### config.mk
export PLATFORM = sky130hd
export DESIGN_NAME = ex_stage
export DESIGN_NICKNAME = d
export VERILOG_FILES = /design/src/ex_pkg.sv /design/src/ex_decode.sv /design/src/ex_execute.sv /design/src/ex_result.sv /design/src/ex_stage.sv
export VERILOG_INCLUDE_DIRS = /design/src
export SDC_FILE = /design/constraint.sdc
export NUM_CORES = 1
export LEC_CHECK = 0
export ABC_CLOCK_PERIOD_IN_PS = 800
export BUFFER_PORTS_ARGS = -buffer_cell sky130_fd_sc_hd__buf_2
export CAP_MARGIN = 20
export CORE_MARGIN = 4
export CORE_UTILIZATION = 31
export DETAILED_ROUTE_END_ITERATION = 8
export GPL_ROUTABILITY_DRIVEN = 0
export GPL_TIMING_DRIVEN = 0
export PLACE_DENSITY = 0.56
export SLEW_MARGIN = 20
export SYNTH_ARGS = -nofsm -noshare
export SYNTH_HDL_FRONTEND = slang
export SYNTH_HIERARCHICAL = 1
export SYNTH_SLANG_ARGS = --single-unit
export TNS_END_PERCENT = 1
### constraint.sdc
create_clock -name clk -period 0.8 [get_ports clk]
set_input_delay 0.08 -clock clk [delete_from_list [all_inputs] [get_ports clk]]
set_output_delay 0.08 -clock clk [all_outputs]
set_load 0.005 [all_outputs]
### src/ex_defs.svh
// ====================================================================
// widths, link offset and major opcodes of the rv32i execute stage
// ====================================================================
`ifndef EX_DEFS_SVH
`define EX_DEFS_SVH

`default_nettype none

// data path
`define EX_XLEN      32       // data and address width
`define EX_SHAMT_W   5        // shift amount bits used by the shifter
`define EX_LINK_OFS  4        // pc increment written by jal / jalr

// ====================================================================
// major opcodes, instr[6:0]
// ====================================================================
`define EX_OPC_LUI     7'b0110111
`define EX_OPC_AUIPC   7'b0010111
`define EX_OPC_JAL     7'b1101111
`define EX_OPC_JALR    7'b1100111
`define EX_OPC_BRANCH  7'b1100011
`define EX_OPC_LOAD    7'b0000011
`define EX_OPC_STORE   7'b0100011
`define EX_OPC_OPIMM   7'b0010011   // alu with immediate, incl. shift imm
`define EX_OPC_OP      7'b0110011   // register-register alu

`default_nettype wire

`endif

### src/ex_pkg.sv
// ====================================================================
// instruction format views and operation enums of the execute stage
// ====================================================================
`default_nettype none

package ex_pkg;

    // one struct per rv32i format, msb first
    typedef struct packed {
        logic [6:0] funct7;
        logic [4:0] rs2;
        logic [4:0] rs1;
        logic [2:0] funct3;
        logic [4:0] rd;
        logic [6:0] opcode;
    } r_fmt_t;

    typedef struct packed {
        logic [11:0] imm_11_0;
        logic [4:0]  rs1;
        logic [2:0]  funct3;
        logic [4:0]  rd;
        logic [6:0]  opcode;
    } i_fmt_t;

    typedef struct packed {
        logic [6:0] imm_11_5;
        logic [4:0] rs2;
        logic [4:0] rs1;
        logic [2:0] funct3;
        logic [4:0] imm_4_0;
        logic [6:0] opcode;
    } s_fmt_t;

    typedef struct packed {
        logic       imm_12;
        logic [5:0] imm_10_5;
        logic [4:0] rs2;
        logic [4:0] rs1;
        logic [2:0] funct3;
        logic [3:0] imm_4_1;
        logic       imm_11;
        logic [6:0] opcode;
    } b_fmt_t;

    typedef struct packed {
        logic [19:0] imm_31_12;
        logic [4:0]  rd;
        logic [6:0]  opcode;
    } u_fmt_t;

    typedef struct packed {
        logic       imm_20;
        logic [9:0] imm_10_1;
        logic       imm_11;
        logic [7:0] imm_19_12;
        logic [4:0] rd;
        logic [6:0] opcode;
    } j_fmt_t;

    // the same instruction word seen through each format
    typedef union packed {
        r_fmt_t r;
        i_fmt_t i;
        s_fmt_t s;
        b_fmt_t b;
        u_fmt_t u;
        j_fmt_t j;
    } instr_u;

    typedef enum logic [4:0] {
        ALU_ADD, ALU_SUB, ALU_SLT, ALU_SLTU, ALU_XOR,
        ALU_OR, ALU_AND, ALU_SLL, ALU_SRL, ALU_SRA,
        BR_EQ, BR_NE, BR_LT, BR_GE, BR_LTU, BR_GEU,
        OP_NONE
    } alu_op_e;

    // source of alu_q
    typedef enum logic [2:0] {
        RES_ALU, RES_IMM, RES_PCSUM, RES_LINK, RES_ZERO
    } res_sel_e;

endpackage

`default_nettype wire

### src/ex_decode.sv
// ====================================================================
// ex_decode: opcode / funct decode, immediate build, operand selects
// ====================================================================
`timescale 1ns/1ps
`include "ex_defs.svh"
`default_nettype none

module ex_decode
    import ex_pkg::*;
(
    input  wire instr_u              instr,
    output alu_op_e                  alu_op,
    output res_sel_e                 res_sel,
    output logic [`EX_XLEN-1:0]      imm,
    output logic                     use_imm,    // operand b is imm, not rs2
    output logic                     pc_rel,     // pc adder takes imm, else link offset
    output logic                     is_branch,
    output logic                     jump_kind   // jalr
);

    logic [`EX_XLEN-1:0] imm_i;
    logic [`EX_XLEN-1:0] imm_s;
    logic [`EX_XLEN-1:0] imm_b;
    logic [`EX_XLEN-1:0] imm_u;
    logic [`EX_XLEN-1:0] imm_j;

    // funct3 to alu op; alt is instr[30], sub_ok only for register ops
    function automatic alu_op_e alu_from_f3(input logic [2:0] f3, input logic alt,
                                            input logic sub_ok);
        alu_op_e op;
        case (f3)
            3'b000:  op = (alt && sub_ok) ? ALU_SUB : ALU_ADD;
            3'b001:  op = ALU_SLL;
            3'b010:  op = ALU_SLT;
            3'b011:  op = ALU_SLTU;
            3'b100:  op = ALU_XOR;
            3'b101:  op = alt ? ALU_SRA : ALU_SRL;   // same ops for shift imm
            3'b110:  op = ALU_OR;
            default: op = ALU_AND;
        endcase
        return op;
    endfunction

    // ================================================================
    // immediates, sign-extended from the matching view
    // ================================================================
    assign imm_i = {{(`EX_XLEN-12){instr.i.imm_11_0[11]}}, instr.i.imm_11_0};
    assign imm_s = {{(`EX_XLEN-12){instr.s.imm_11_5[6]}}, instr.s.imm_11_5, instr.s.imm_4_0};
    assign imm_b = {{(`EX_XLEN-12){instr.b.imm_12}}, instr.b.imm_11, instr.b.imm_10_5,
                    instr.b.imm_4_1, 1'b0};
    assign imm_u = {instr.u.imm_31_12, 12'b0};
    assign imm_j = {{(`EX_XLEN-20){instr.j.imm_20}}, instr.j.imm_19_12, instr.j.imm_11,
                    instr.j.imm_10_1, 1'b0};

    // ================================================================
    // opcode decode
    // ================================================================
    always_comb begin
        alu_op    = OP_NONE;
        res_sel   = RES_ZERO;
        imm       = '0;
        use_imm   = 1'b0;
        pc_rel    = 1'b0;
        is_branch = 1'b0;
        jump_kind = 1'b0;
        case (instr.r.opcode)
            `EX_OPC_LUI: begin
                res_sel = RES_IMM;
                imm     = imm_u;
            end
            `EX_OPC_AUIPC: begin
                res_sel = RES_PCSUM;
                imm     = imm_u;
                pc_rel  = 1'b1;          // pc + imm
            end
            `EX_OPC_JAL: begin
                res_sel = RES_LINK;      // target resolved earlier, only link here
                imm     = imm_j;
            end
            `EX_OPC_JALR: begin
                res_sel   = RES_LINK;
                imm       = imm_i;
                alu_op    = ALU_ADD;     // rs1 + imm is the target
                use_imm   = 1'b1;
                jump_kind = 1'b1;
            end
            `EX_OPC_BRANCH: begin
                imm       = imm_b;
                pc_rel    = 1'b1;        // target pc + imm
                is_branch = 1'b1;
                case (instr.b.funct3)
                    3'b000:  alu_op = BR_EQ;
                    3'b001:  alu_op = BR_NE;
                    3'b100:  alu_op = BR_LT;
                    3'b101:  alu_op = BR_GE;
                    3'b110:  alu_op = BR_LTU;
                    3'b111:  alu_op = BR_GEU;
                    default: alu_op = OP_NONE;   // never taken
                endcase
            end
            `EX_OPC_LOAD: begin
                res_sel = RES_ALU;       // address from rs1 adder
                alu_op  = ALU_ADD;
                imm     = imm_i;
                use_imm = 1'b1;
            end
            `EX_OPC_STORE: begin
                res_sel = RES_ALU;
                alu_op  = ALU_ADD;
                imm     = imm_s;
                use_imm = 1'b1;
            end
            `EX_OPC_OPIMM: begin
                res_sel = RES_ALU;
                imm     = imm_i;
                use_imm = 1'b1;
                alu_op  = alu_from_f3(instr.i.funct3, instr.r.funct7[5], 1'b0);
            end
            `EX_OPC_OP: begin
                res_sel = RES_ALU;
                alu_op  = alu_from_f3(instr.r.funct3, instr.r.funct7[5], 1'b1);
            end
            default: begin
                // unknown opcode, defaults give zero and no jump
                res_sel = RES_ZERO;
            end
        endcase
    end

endmodule

`default_nettype wire

### src/ex_execute.sv
// ====================================================================
// ex_execute: two shared adders, comparators, shifter, logic unit
// and the branch condition
// ====================================================================
`timescale 1ns/1ps
`include "ex_defs.svh"
`default_nettype none

module ex_execute
    import ex_pkg::*;
(
    input  wire  [`EX_XLEN-1:0] rs1_val,
    input  wire  [`EX_XLEN-1:0] rs2_val,
    input  wire  [`EX_XLEN-1:0] pc,
    input  wire  alu_op_e       alu_op,
    input  wire  [`EX_XLEN-1:0] imm,
    input  wire                 use_imm,
    input  wire                 pc_rel,
    input  wire                 jump_kind,
    output logic [`EX_XLEN-1:0] alu_res,
    output logic [`EX_XLEN-1:0] pc_sum,     // pc + imm or pc + 4
    output logic [`EX_XLEN-1:0] base_sum,   // rs1 + operand b
    output logic                take        // branch true or jalr
);

    localparam logic [`EX_XLEN-1:0] link_ofs = `EX_LINK_OFS;

    logic [`EX_XLEN-1:0]    opb;        // imm or rs2
    logic [`EX_XLEN-1:0]    add_b;      // second input of rs1 adder
    logic [`EX_XLEN-1:0]    pc_b;       // second input of pc adder
    logic [`EX_SHAMT_W-1:0] shamt;
    logic [`EX_XLEN-1:0]    sll_res;
    logic [`EX_XLEN-1:0]    srl_res;
    logic [`EX_XLEN-1:0]    sra_mask;
    logic [`EX_XLEN-1:0]    sra_res;
    logic                   lt_s;
    logic                   lt_u;
    logic                   eq;
    logic                   br_cond;

    // ================================================================
    // shared adders
    // ================================================================
    assign opb   = use_imm ? imm : rs2_val;
    assign add_b = (alu_op == ALU_SUB) ? (~rs2_val + 1'b1) : opb;   // sub as add of -rs2

    // rs1 adder: add/sub, load/store address, jalr target
    assign base_sum = rs1_val + add_b;

    // pc adder: auipc and branch target, or link value
    assign pc_b   = pc_rel ? imm : link_ofs;
    assign pc_sum = pc + pc_b;

    // ================================================================
    // comparators, shared by slt/sltu and branches
    // ================================================================
    assign lt_s = $signed(rs1_val) < $signed(opb);
    assign lt_u = rs1_val < opb;
    assign eq   = rs1_val == opb;

    // ================================================================
    // shifter
    // ================================================================
    assign shamt   = opb[`EX_SHAMT_W-1:0];             // low bits only
    assign sll_res = rs1_val << shamt;
    assign srl_res = rs1_val >> shamt;

    // ones where logical shift kept data, sign fills the rest
    assign sra_mask = {`EX_XLEN{1'b1}} >> shamt;
    assign sra_res  = (srl_res & sra_mask) | ({`EX_XLEN{rs1_val[`EX_XLEN-1]}} & ~sra_mask);

    // ================================================================
    // result and branch condition
    // ================================================================
    always_comb begin
        case (alu_op)
            ALU_ADD,
            ALU_SUB:  alu_res = base_sum;
            ALU_SLT:  alu_res = {{(`EX_XLEN-1){1'b0}}, lt_s};
            ALU_SLTU: alu_res = {{(`EX_XLEN-1){1'b0}}, lt_u};
            ALU_XOR:  alu_res = rs1_val ^ opb;
            ALU_OR:   alu_res = rs1_val | opb;
            ALU_AND:  alu_res = rs1_val & opb;
            ALU_SLL:  alu_res = sll_res;
            ALU_SRL:  alu_res = srl_res;
            ALU_SRA:  alu_res = sra_res;
            default:  alu_res = '0;        // branches and none
        endcase
    end

    always_comb begin
        case (alu_op)
            BR_EQ:   br_cond = eq;
            BR_NE:   br_cond = !eq;
            BR_LT:   br_cond = lt_s;
            BR_GE:   br_cond = !lt_s;
            BR_LTU:  br_cond = lt_u;
            BR_GEU:  br_cond = !lt_u;
            default: br_cond = 1'b0;
        endcase
    end

    assign take = br_cond | jump_kind;     // jalr always jumps

endmodule

`default_nettype wire

### src/ex_result.sv
// ====================================================================
// ex_result: result select, jump address and output registers
// ====================================================================
`timescale 1ns/1ps
`include "ex_defs.svh"
`default_nettype none

module ex_result
    import ex_pkg::*;
(
    input  wire                 clk,
    input  wire                 rst_n,
    input  wire                 in_valid,
    input  wire  res_sel_e      res_sel,
    input  wire                 take,
    input  wire                 is_branch,
    input  wire                 jump_kind,
    input  wire  [`EX_XLEN-1:0] alu_res,
    input  wire  [`EX_XLEN-1:0] pc_sum,
    input  wire  [`EX_XLEN-1:0] base_sum,
    input  wire  [`EX_XLEN-1:0] imm,
    output logic                res_valid,
    output logic [`EX_XLEN-1:0] alu_q,
    output logic                jump_en,
    output logic [`EX_XLEN-1:0] jump_addr
);

    logic [`EX_XLEN-1:0] q_d;
    logic                jump_d;
    logic [`EX_XLEN-1:0] addr_d;

    always_comb begin
        case (res_sel)
            RES_ALU:   q_d = alu_res;      // loads/stores land here via base_sum
            RES_IMM:   q_d = imm;          // lui
            RES_PCSUM: q_d = pc_sum;       // auipc, pc + imm
            RES_LINK:  q_d = pc_sum;       // jal / jalr, pc + 4
            default:   q_d = '0;
        endcase
    end

    assign jump_d = take & (is_branch | jump_kind);
    assign addr_d = !jump_d  ? '0 :
                    jump_kind ? {base_sum[`EX_XLEN-1:1], 1'b0} :   // jalr clears bit 0
                    pc_sum;

    // outputs are zero in any cycle that follows an idle input
    always_ff @(posedge clk or negedge rst_n) begin
        if (!rst_n) begin
            res_valid <= 1'b0;
            alu_q     <= '0;
            jump_en   <= 1'b0;
            jump_addr <= '0;
        end else begin
            res_valid <= in_valid;
            alu_q     <= in_valid ? q_d : '0;
            jump_en   <= in_valid & jump_d;
            jump_addr <= in_valid ? addr_d : '0;
        end
    end

endmodule

`default_nettype wire

### src/ex_stage.sv
// ====================================================================
// ex_stage: registered rv32i execute stage, decode + execute + result
// ====================================================================
`timescale 1ns/1ps
`include "ex_defs.svh"
`default_nettype none

module ex_stage
    import ex_pkg::*;
(
    input  wire                 clk,
    input  wire                 rst_n,
    input  wire                 in_valid,    // one-cycle strobe
    input  wire  instr_u        instr,
    input  wire  [`EX_XLEN-1:0] rs1_val,
    input  wire  [`EX_XLEN-1:0] rs2_val,
    input  wire  [`EX_XLEN-1:0] pc,
    output logic                res_valid,
    output logic [`EX_XLEN-1:0] alu_q,
    output logic                jump_en,     // also flushes earlier stages
    output logic [`EX_XLEN-1:0] jump_addr
);

    // decode outputs
    alu_op_e             alu_op;
    res_sel_e            res_sel;
    logic [`EX_XLEN-1:0] imm;
    logic                use_imm;
    logic                pc_rel;
    logic                is_branch;
    logic                jump_kind;

    // execute outputs
    logic [`EX_XLEN-1:0] alu_res;
    logic [`EX_XLEN-1:0] pc_sum;
    logic [`EX_XLEN-1:0] base_sum;
    logic                take;

    ex_decode u_decode (
        .instr     (instr),
        .alu_op    (alu_op),
        .res_sel   (res_sel),
        .imm       (imm),
        .use_imm   (use_imm),
        .pc_rel    (pc_rel),
        .is_branch (is_branch),
        .jump_kind (jump_kind)
    );

    ex_execute u_execute (
        .rs1_val   (rs1_val),
        .rs2_val   (rs2_val),
        .pc        (pc),
        .alu_op    (alu_op),
        .imm       (imm),
        .use_imm   (use_imm),
        .pc_rel    (pc_rel),
        .jump_kind (jump_kind),
        .alu_res   (alu_res),
        .pc_sum    (pc_sum),
        .base_sum  (base_sum),
        .take      (take)
    );

    // single register stage, 1 cycle latency
    ex_result u_result (
        .clk       (clk),
        .rst_n     (rst_n),
        .in_valid  (in_valid),
        .res_sel   (res_sel),
        .take      (take),
        .is_branch (is_branch),
        .jump_kind (jump_kind),
        .alu_res   (alu_res),
        .pc_sum    (pc_sum),
        .base_sum  (base_sum),
        .imm       (imm),
        .res_valid (res_valid),
        .alu_q     (alu_q),
        .jump_en   (jump_en),
        .jump_addr (jump_addr)
    );

endmodule

`default_nettype wire

==> impl_metrics.env, run 1 <==
export IMPL_layout_common_cells="nor2_1, buf_2, mux2i_1"
export IMPL_slowest_delay_ns=0.63
export IMPL_syn_inst=2019
export IMPL_nNetsFinal=2613
export IMPL_cp_cell_sequence="buf_8, nand3b_4, or4b_4, o31ai_4, buf_6, and2_4, clkbuf_16, nor2_4, a211o_1, a21oi_2, ha_1, buf_8, and3_4, a221o_1, a221o_1, a41oi_2, o31ai_2, xor2_1, buf_4, a221o_1, mux2i_1, a211oi_2"
export IMPL_synth_area_sq_um=15500
export IMPL_synth_ff_type="dfrtp_1"
export IMPL_synthXorXnorAreaFrac_pct=4.578
export IMPL_finalSetupTns_ns=-240.46
export IMPL_layout_min_cycle_time_ns=4.846
export IMPL_synth_edff_count=0
export IMPL_drc=0
export IMPL_worstMarginPinSlew_ns=1.029
export IMPL_cts_sinks=66
export IMPL_cp_common_cell="a221o_1"
export IMPL_firstDrtPassIters=8
export IMPL_powerDensity_nw_per_um2=874.8
export IMPL_synthesis_nets=2345
export IMPL_period_share_pct=605.7
export IMPL_seq_area_frac_synth_pct=10.66
export IMPL_final_antenna_net_count=0
export IMPL_status="complete, but fails checks"
export IMPL_core_area_sq_um=49150
export IMPL_vias=18110
export IMPL_synth_compound_area_share_pct=23.59
export IMPL_cts_max_path_buffers=2
export IMPL_vias_per_cell=6.124
export IMPL_drt_iter0_markers=2738
export IMPL_violations="hold timing, setup timing"
export IMPL_p_leak_nw=8.875
export IMPL_end_kind="register"
export IMPL_worstPathArrival_ns=5.03
export IMPL_vdd_drop_max_uv=927.5
export IMPL_synth_top_area_share_pct=15.58
export IMPL_n_fill_cell=5004
export IMPL_gr_total_overflow=0
export IMPL_synthSimpleGateAreaFrac_pct=19.43
export IMPL_htreeDepth=3
export IMPL_drt_wl_total_microns=77610
export IMPL_ios=197
export IMPL_timing_final_ws_setup_ns=-4.046
export IMPL_synth_area_leader_cell="ha_1"
export IMPL_portBuffers=196
export IMPL_die_h_microns=231.6
export IMPL_holdBufCountCts=1
export IMPL_crit_type="in2reg"
export IMPL_row_count=81
export IMPL_drive_above_1_share_pct=25.79
export IMPL_synth_avg_cell_area_sq_um=7.676
export IMPL_netlist_top_cells_area="ha_1, mux2i_1, dfrtp_1, nor2_1, a21oi_1"
export IMPL_async_flop_share_pct=100.0
export IMPL_maxCapViolCount=0
export IMPL_grt_pass1_wl_microns=110400
export IMPL_dp_hpwl_microns=62630
export IMPL_wl_per_cell_microns=26.25
export IMPL_ys_warn_count=6
export IMPL_synthDistinctLibCells=94
export IMPL_synth_top_family_by_area="compound AO/OA/AOI/OAI gates"
export IMPL_antenna_found_initial=0
export IMPL_fmax_mhz=206.4
export IMPL_slew_headroom_pct=31.39
export IMPL_grt_usage_pct=27.06
export IMPL_clk_pin_slew_ns=0.06
export IMPL_synthMuxAreaShare_pct=18.95
export IMPL_cp_start_kind="input port"
export IMPL_fin_hold_ws_ns=-0.1706
export IMPL_area_growth_pct=27.16
export IMPL_worstPathMaxFanout=8
export IMPL_numCtsBuffers=9
export IMPL_synth_adder_area_share_pct=15.91
export IMPL_layout_commonest_cell="nor2_1"
export IMPL_fp_dieW_microns=231.6
export IMPL_finalHoldViolCount=66
export IMPL_finalMaxSlewViolations=0
export IMPL_root_buffer="clkbuf_16"
export IMPL_grt_pass1_vias=17050
export IMPL_fin_util_pct=40.09
export IMPL_crit_slowest_cell="or4b_4"
export IMPL_grt_setup_unrepaired="true"
export IMPL_start_util_pct=31.53
export IMPL_cts_tree="built"
export IMPL_required_ns=0.99
export IMPL_ys_ff_latch=66
export IMPL_grt_max_degree=67
export IMPL_setup_viol=131
export IMPL_dieArea_sq_um=53630
export IMPL_hold_path_class="in2async"
timing repair:
item / CTS / global route
endpoints found under the setup margin: 131 / 131
resized for setup: 175 / 118
gates cloned: 0 / 3
hold endpoints to repair: 67 / 66
buffers inserted: 34 / 28
pin swaps: 40 / 45
synth_stat cells (all sizes together) (46+ instances only):
library cell and count:
nor2 228, ha 193, nand2 118, a21o 46
a21oi 151, a211oi 58, dfrtp 66, inv 113
clkbuf 91, nor2b 59, mux2i 204, o21ai 105
where the power goes:
group	leakage [nW]	switching [W]	total, W	internal, W
Combinational	7.82	0.00641	0.0102	0.00375
Clock	0.136	0.00153	0.00374	0.00220
Sequential	0.920	0.00000160	0.00335	0.00335
Total	8.87	0.00794	0.0172	0.00930
critical path: cells and delay by family:
family	cells	cell delay (ns)
compound gates	9	2.35
xor+xnor	1	0.17
fa+ha+maj	1	0.26
buf+inv	5	0.73
mux	1	0.22
simple gates	5	1.21
cell families after synthesis:
kind of cell	after synthesis
muxes	253
adders and majority gates	196
xor gates and xnor gates	81
buffers and inverters	247
DFF	66
AOI/OAI and AO/OA	553
and+or+nand+nor	623
path summary, 6_finish.rpt:
kind | from | endpoint | slack, ns | cells past startpoint
max | instr[3] | u_result/alu_q[23] | -4.05 | 22
min | rst_n | u_result/alu_q[5] | -0.17 | 1
max in group asynchronous | rst_n | u_result/jump_addr[29] | 0.44 | 1
min in group clk | in_valid | u_result/jump_addr[0] | 0.19 | 3
per-stage QoR:
stage	hold slack [ns]	total power, W	instances	cell area, sq um	worst slack (ns)
6_report	-0.1706	0.01724	2957	19710	-4.046
5_1_grt	-0.09268	0.01799	2956	19700	-4.099
4_1_cts	-0.1485	0.01641	2928	18950	-3.993
3_5_place_dp	0.2231	0.01181	2879	17600	-5.505
3_3_place_gp	0.2938	0.01172	2879	17590	-5.520
2_1_floorplan	-0.2156	0.008636	2019	15780	-3.482
layout make-up:
type	instances	area (sq um)	area share (%)
antenna	1	2.502	0.01270
buffer	129	983.4	4.990
sequential	66	1652	8.381
timing repair buffer	260	1519	7.708
clock inverter	6	46.29	0.2349
clock buffer	10	239.0	1.213
inverter	114	432.9	2.197
multi-input combinational	1707	14000	71.05
tap	664	830.8	4.216
metal layers:
| metal | up-vias | global-route usage [%] | routed length (microns) |
|---|---|---|---|
| li1 | 7894 | - | - |
| met1 | 8552 | 36.52 | 31450 |
| met2 | 1340 | 42.11 | 32470 |
| met3 | 322 | 5.347 | 8592 |
| met4 | 0 | 11.53 | 5101 |
| met5 | - | 0 | 0 |
flip-flops by register name (all words and copies together), names as in the netlist:
signal	flops
u_result/jump_addr	32
u_result/jump_en	1
u_result/res_valid	1
u_result/alu_q	32
Note: power is estimated with default switching activity, not from simulation.
==> inputs of run 2 (changes only) <==
--- a/config.mk
+++ b/config.mk
@@ -6,7 +6,7 @@
 export SDC_FILE = /design/constraint.sdc
 export NUM_CORES = 1
 export LEC_CHECK = 0
-export ABC_CLOCK_PERIOD_IN_PS = 800
+export ABC_CLOCK_PERIOD_IN_PS = 5600
 export BUFFER_PORTS_ARGS = -buffer_cell sky130_fd_sc_hd__buf_2
 export CAP_MARGIN = 20
 export CORE_MARGIN = 4
==> constraint.sdc (replaced) <==
create_clock -name clk -period 5.6 [get_ports clk]
set_input_delay 0.56 -clock clk [delete_from_list [all_inputs] [get_ports clk]]
set_output_delay 0.56 -clock clk [all_outputs]
set_load 0.005 [all_outputs]
==> impl_metrics.env, run 2 (synthesis results as in run 1) <==
export IMPL_cp_start_kind="input port"
export IMPL_firstDrtPassIters=7
export IMPL_gr_total_overflow=0
export IMPL_dp_slack_ns=-2.753
export IMPL_vias_per_cell=6.156
export IMPL_dp_hpwl_microns=62280
export IMPL_hold_path_class="in2async"
export IMPL_drc=0
export IMPL_grt_max_degree=67
export IMPL_worstPathMaxFanout=10
export IMPL_final_antenna_net_count=0
export IMPL_fin_hold_ws_ns=0.3068
export IMPL_holdBufCountCts=0
export IMPL_pwr_share_comb_pct=53.8
export IMPL_period_share_pct=100.1
export IMPL_end_kind="register"
export IMPL_root_buffer="clkbuf_16"
export IMPL_portBuffers=196
export IMPL_worstMarginPinSlew_ns=1.068
export IMPL_crit_type="in2reg"
export IMPL_vias=17910
export IMPL_register_area_sq_um=1652
export IMPL_layout_min_cycle_time_ns=5.605
export IMPL_area_growth_pct=18.50
export IMPL_p_leak_nw=8.433
export IMPL_grt_setup_unrepaired="true"
export IMPL_grt_usage_pct=26.43
export IMPL_nNetsFinal=2564
export IMPL_cts_max_path_buffers=2
export IMPL_seq_power_share_pct=19.6
export IMPL_drive_above_1_share_pct=18.72
export IMPL_core_area_sq_um=49150
export IMPL_dieArea_sq_um=53630
export IMPL_grt_pass1_wl_microns=108000
export IMPL_ios=197
export IMPL_n_fill_cell=5240
export IMPL_switchingPower_w=0.001061
export IMPL_vdd_drop_max_uv=127.4
export IMPL_violations="setup timing"
export IMPL_die_h_microns=231.6
export IMPL_drt_wl_total_microns=75540
export IMPL_swShare_pct=43.54
export IMPL_grt_pass1_vias=16720
export IMPL_start_util_pct=31.53
export IMPL_cts_sinks=66
export IMPL_numCtsBuffers=9
export IMPL_finalHoldViolCount=0
export IMPL_fmax_mhz=178.4
export IMPL_timing_final_ws_setup_ns=-0.005351
export IMPL_worstPathArrival_ns=5.82
export IMPL_finalMaxSlewViolations=0
export IMPL_required_ns=5.81
export IMPL_maxCapViolCount=0
export IMPL_layout_commonest_cell="nor2_1"
export IMPL_powerDensity_nw_per_um2=132.6
export IMPL_clkPwrFrac_pct=26.6
export IMPL_p_int_w=0.001375
export IMPL_multi_input_area_sq_um=13250
export IMPL_htreeDepth=3
export IMPL_fp_dieW_microns=231.6
export IMPL_clk_pin_slew_ns=0.05
export IMPL_wl_per_cell_microns=25.96
export IMPL_slew_headroom_pct=28.12
export IMPL_row_count=81
export IMPL_antenna_found_initial=3
export IMPL_cts_tree="built"
export IMPL_drt_iter0_markers=2574
export IMPL_setup_viol=1
export IMPL_layout_common_cells="nor2_1, buf_2, mux2i_1"
export IMPL_top_regs="u_result/alu_q: 32 flops, u_result/jump_addr: 32 flops"
export IMPL_status="complete, but fails checks"
## run 2: repair_timing
| item | 4_1_cts | 5_1_grt |
|---|---|---|
| setup endpoints to repair | 65 | 54 |
| resized for setup | 91 | 59 |
| hold endpoints to repair | 0 | 0 |
| gates cloned | 0 | 1 |
| pin swaps | 4 | 22 |
| setup buffers | 4 | 11 |
## run 2: per-layer routing
metal  GRT usage [%]  part of all wire (%)  vias to the layer above
met5               0                 0.021                        -
met4           11.32                   5.8                        2
met3           5.531                    11                      296
met2           40.84                    42                     1382
met1           35.70                    41                     8436
li1                -                     -                     7797
## run 2: layout make-up
| cell class | count | share of cell area (%) |
|---|---|---|
| multi-input cells | 1707 | 72.16 |
| inverters | 114 | 2.344 |
| clock buffers | 10 | 1.301 |
| plain buffers | 129 | 4.033 |
| clock inverters | 6 | 0.6200 |
| flip-flops and latches | 66 | 8.993 |
| well taps | 664 | 4.524 |
| repair buffers | 211 | 5.989 |
| diodes | 3 | 0.04088 |
## run 2: stage by stage
stage	instance area [sq um]	util [%]	power, W	setup TNS, ns	instances
6_report	18370	37.36	0.002436	-0.005351	2910
5_1_grt	18360	37.35	0.002531	-0.4106	2907
4_1_cts	18040	36.71	0.002353	-0.003364	2896
3_5_place_dp	17310	35.22	0.001662	-121.24	2879
3_3_place_gp	17310	35.22	0.001652	-118.99	2879
2_1_floorplan	15500	-	0.001218	0	2019
## run 2: power groups by stage
| stage | registers (W) | logic, W | clock network [W] |
|---|---|---|---|
| after floorplan | 0.000487 | 0.000731 | 0 |
| after global placement | 0.000487 | 0.00117 | 0 |
| after detailed placement | 0.000487 | 0.00118 | 0 |
| after CTS | 0.000479 | 0.00121 | 0.000661 |
| after global routing | 0.000478 | 0.00137 | 0.000684 |
| final | 0.000479 | 0.00131 | 0.000647 |
## run 2: path summary, 6_finish.rpt
check	from	end	cells after the start
worst max-delay path	instr[3]	u_result/jump_addr[30]	19
worst min-delay path	rst_n	u_result/jump_addr[3]	1
max in group asynchronous	rst_n	u_result/jump_addr[29]	1
min in group clk	in_valid	u_result/res_valid	1
## run 2: critical path, cell delays in order
cell and delay [ns]:
buf_2 0.13, nand3b_4 0.25, nor4_4 0.30, a21o_1 0.18
buf_8 0.19, clkbuf_4 0.26, clkbuf_4 0.32, mux2i_1 0.44
ha_1 0.34, nor4_1 0.71, and3_1 0.31, o21ai_0 0.16
a41oi_4 0.30, o31ai_1 0.14, xor2_1 0.16, a311o_1 0.45
o211ai_2 0.22, buf_4 0.27, nor2_1 0.08
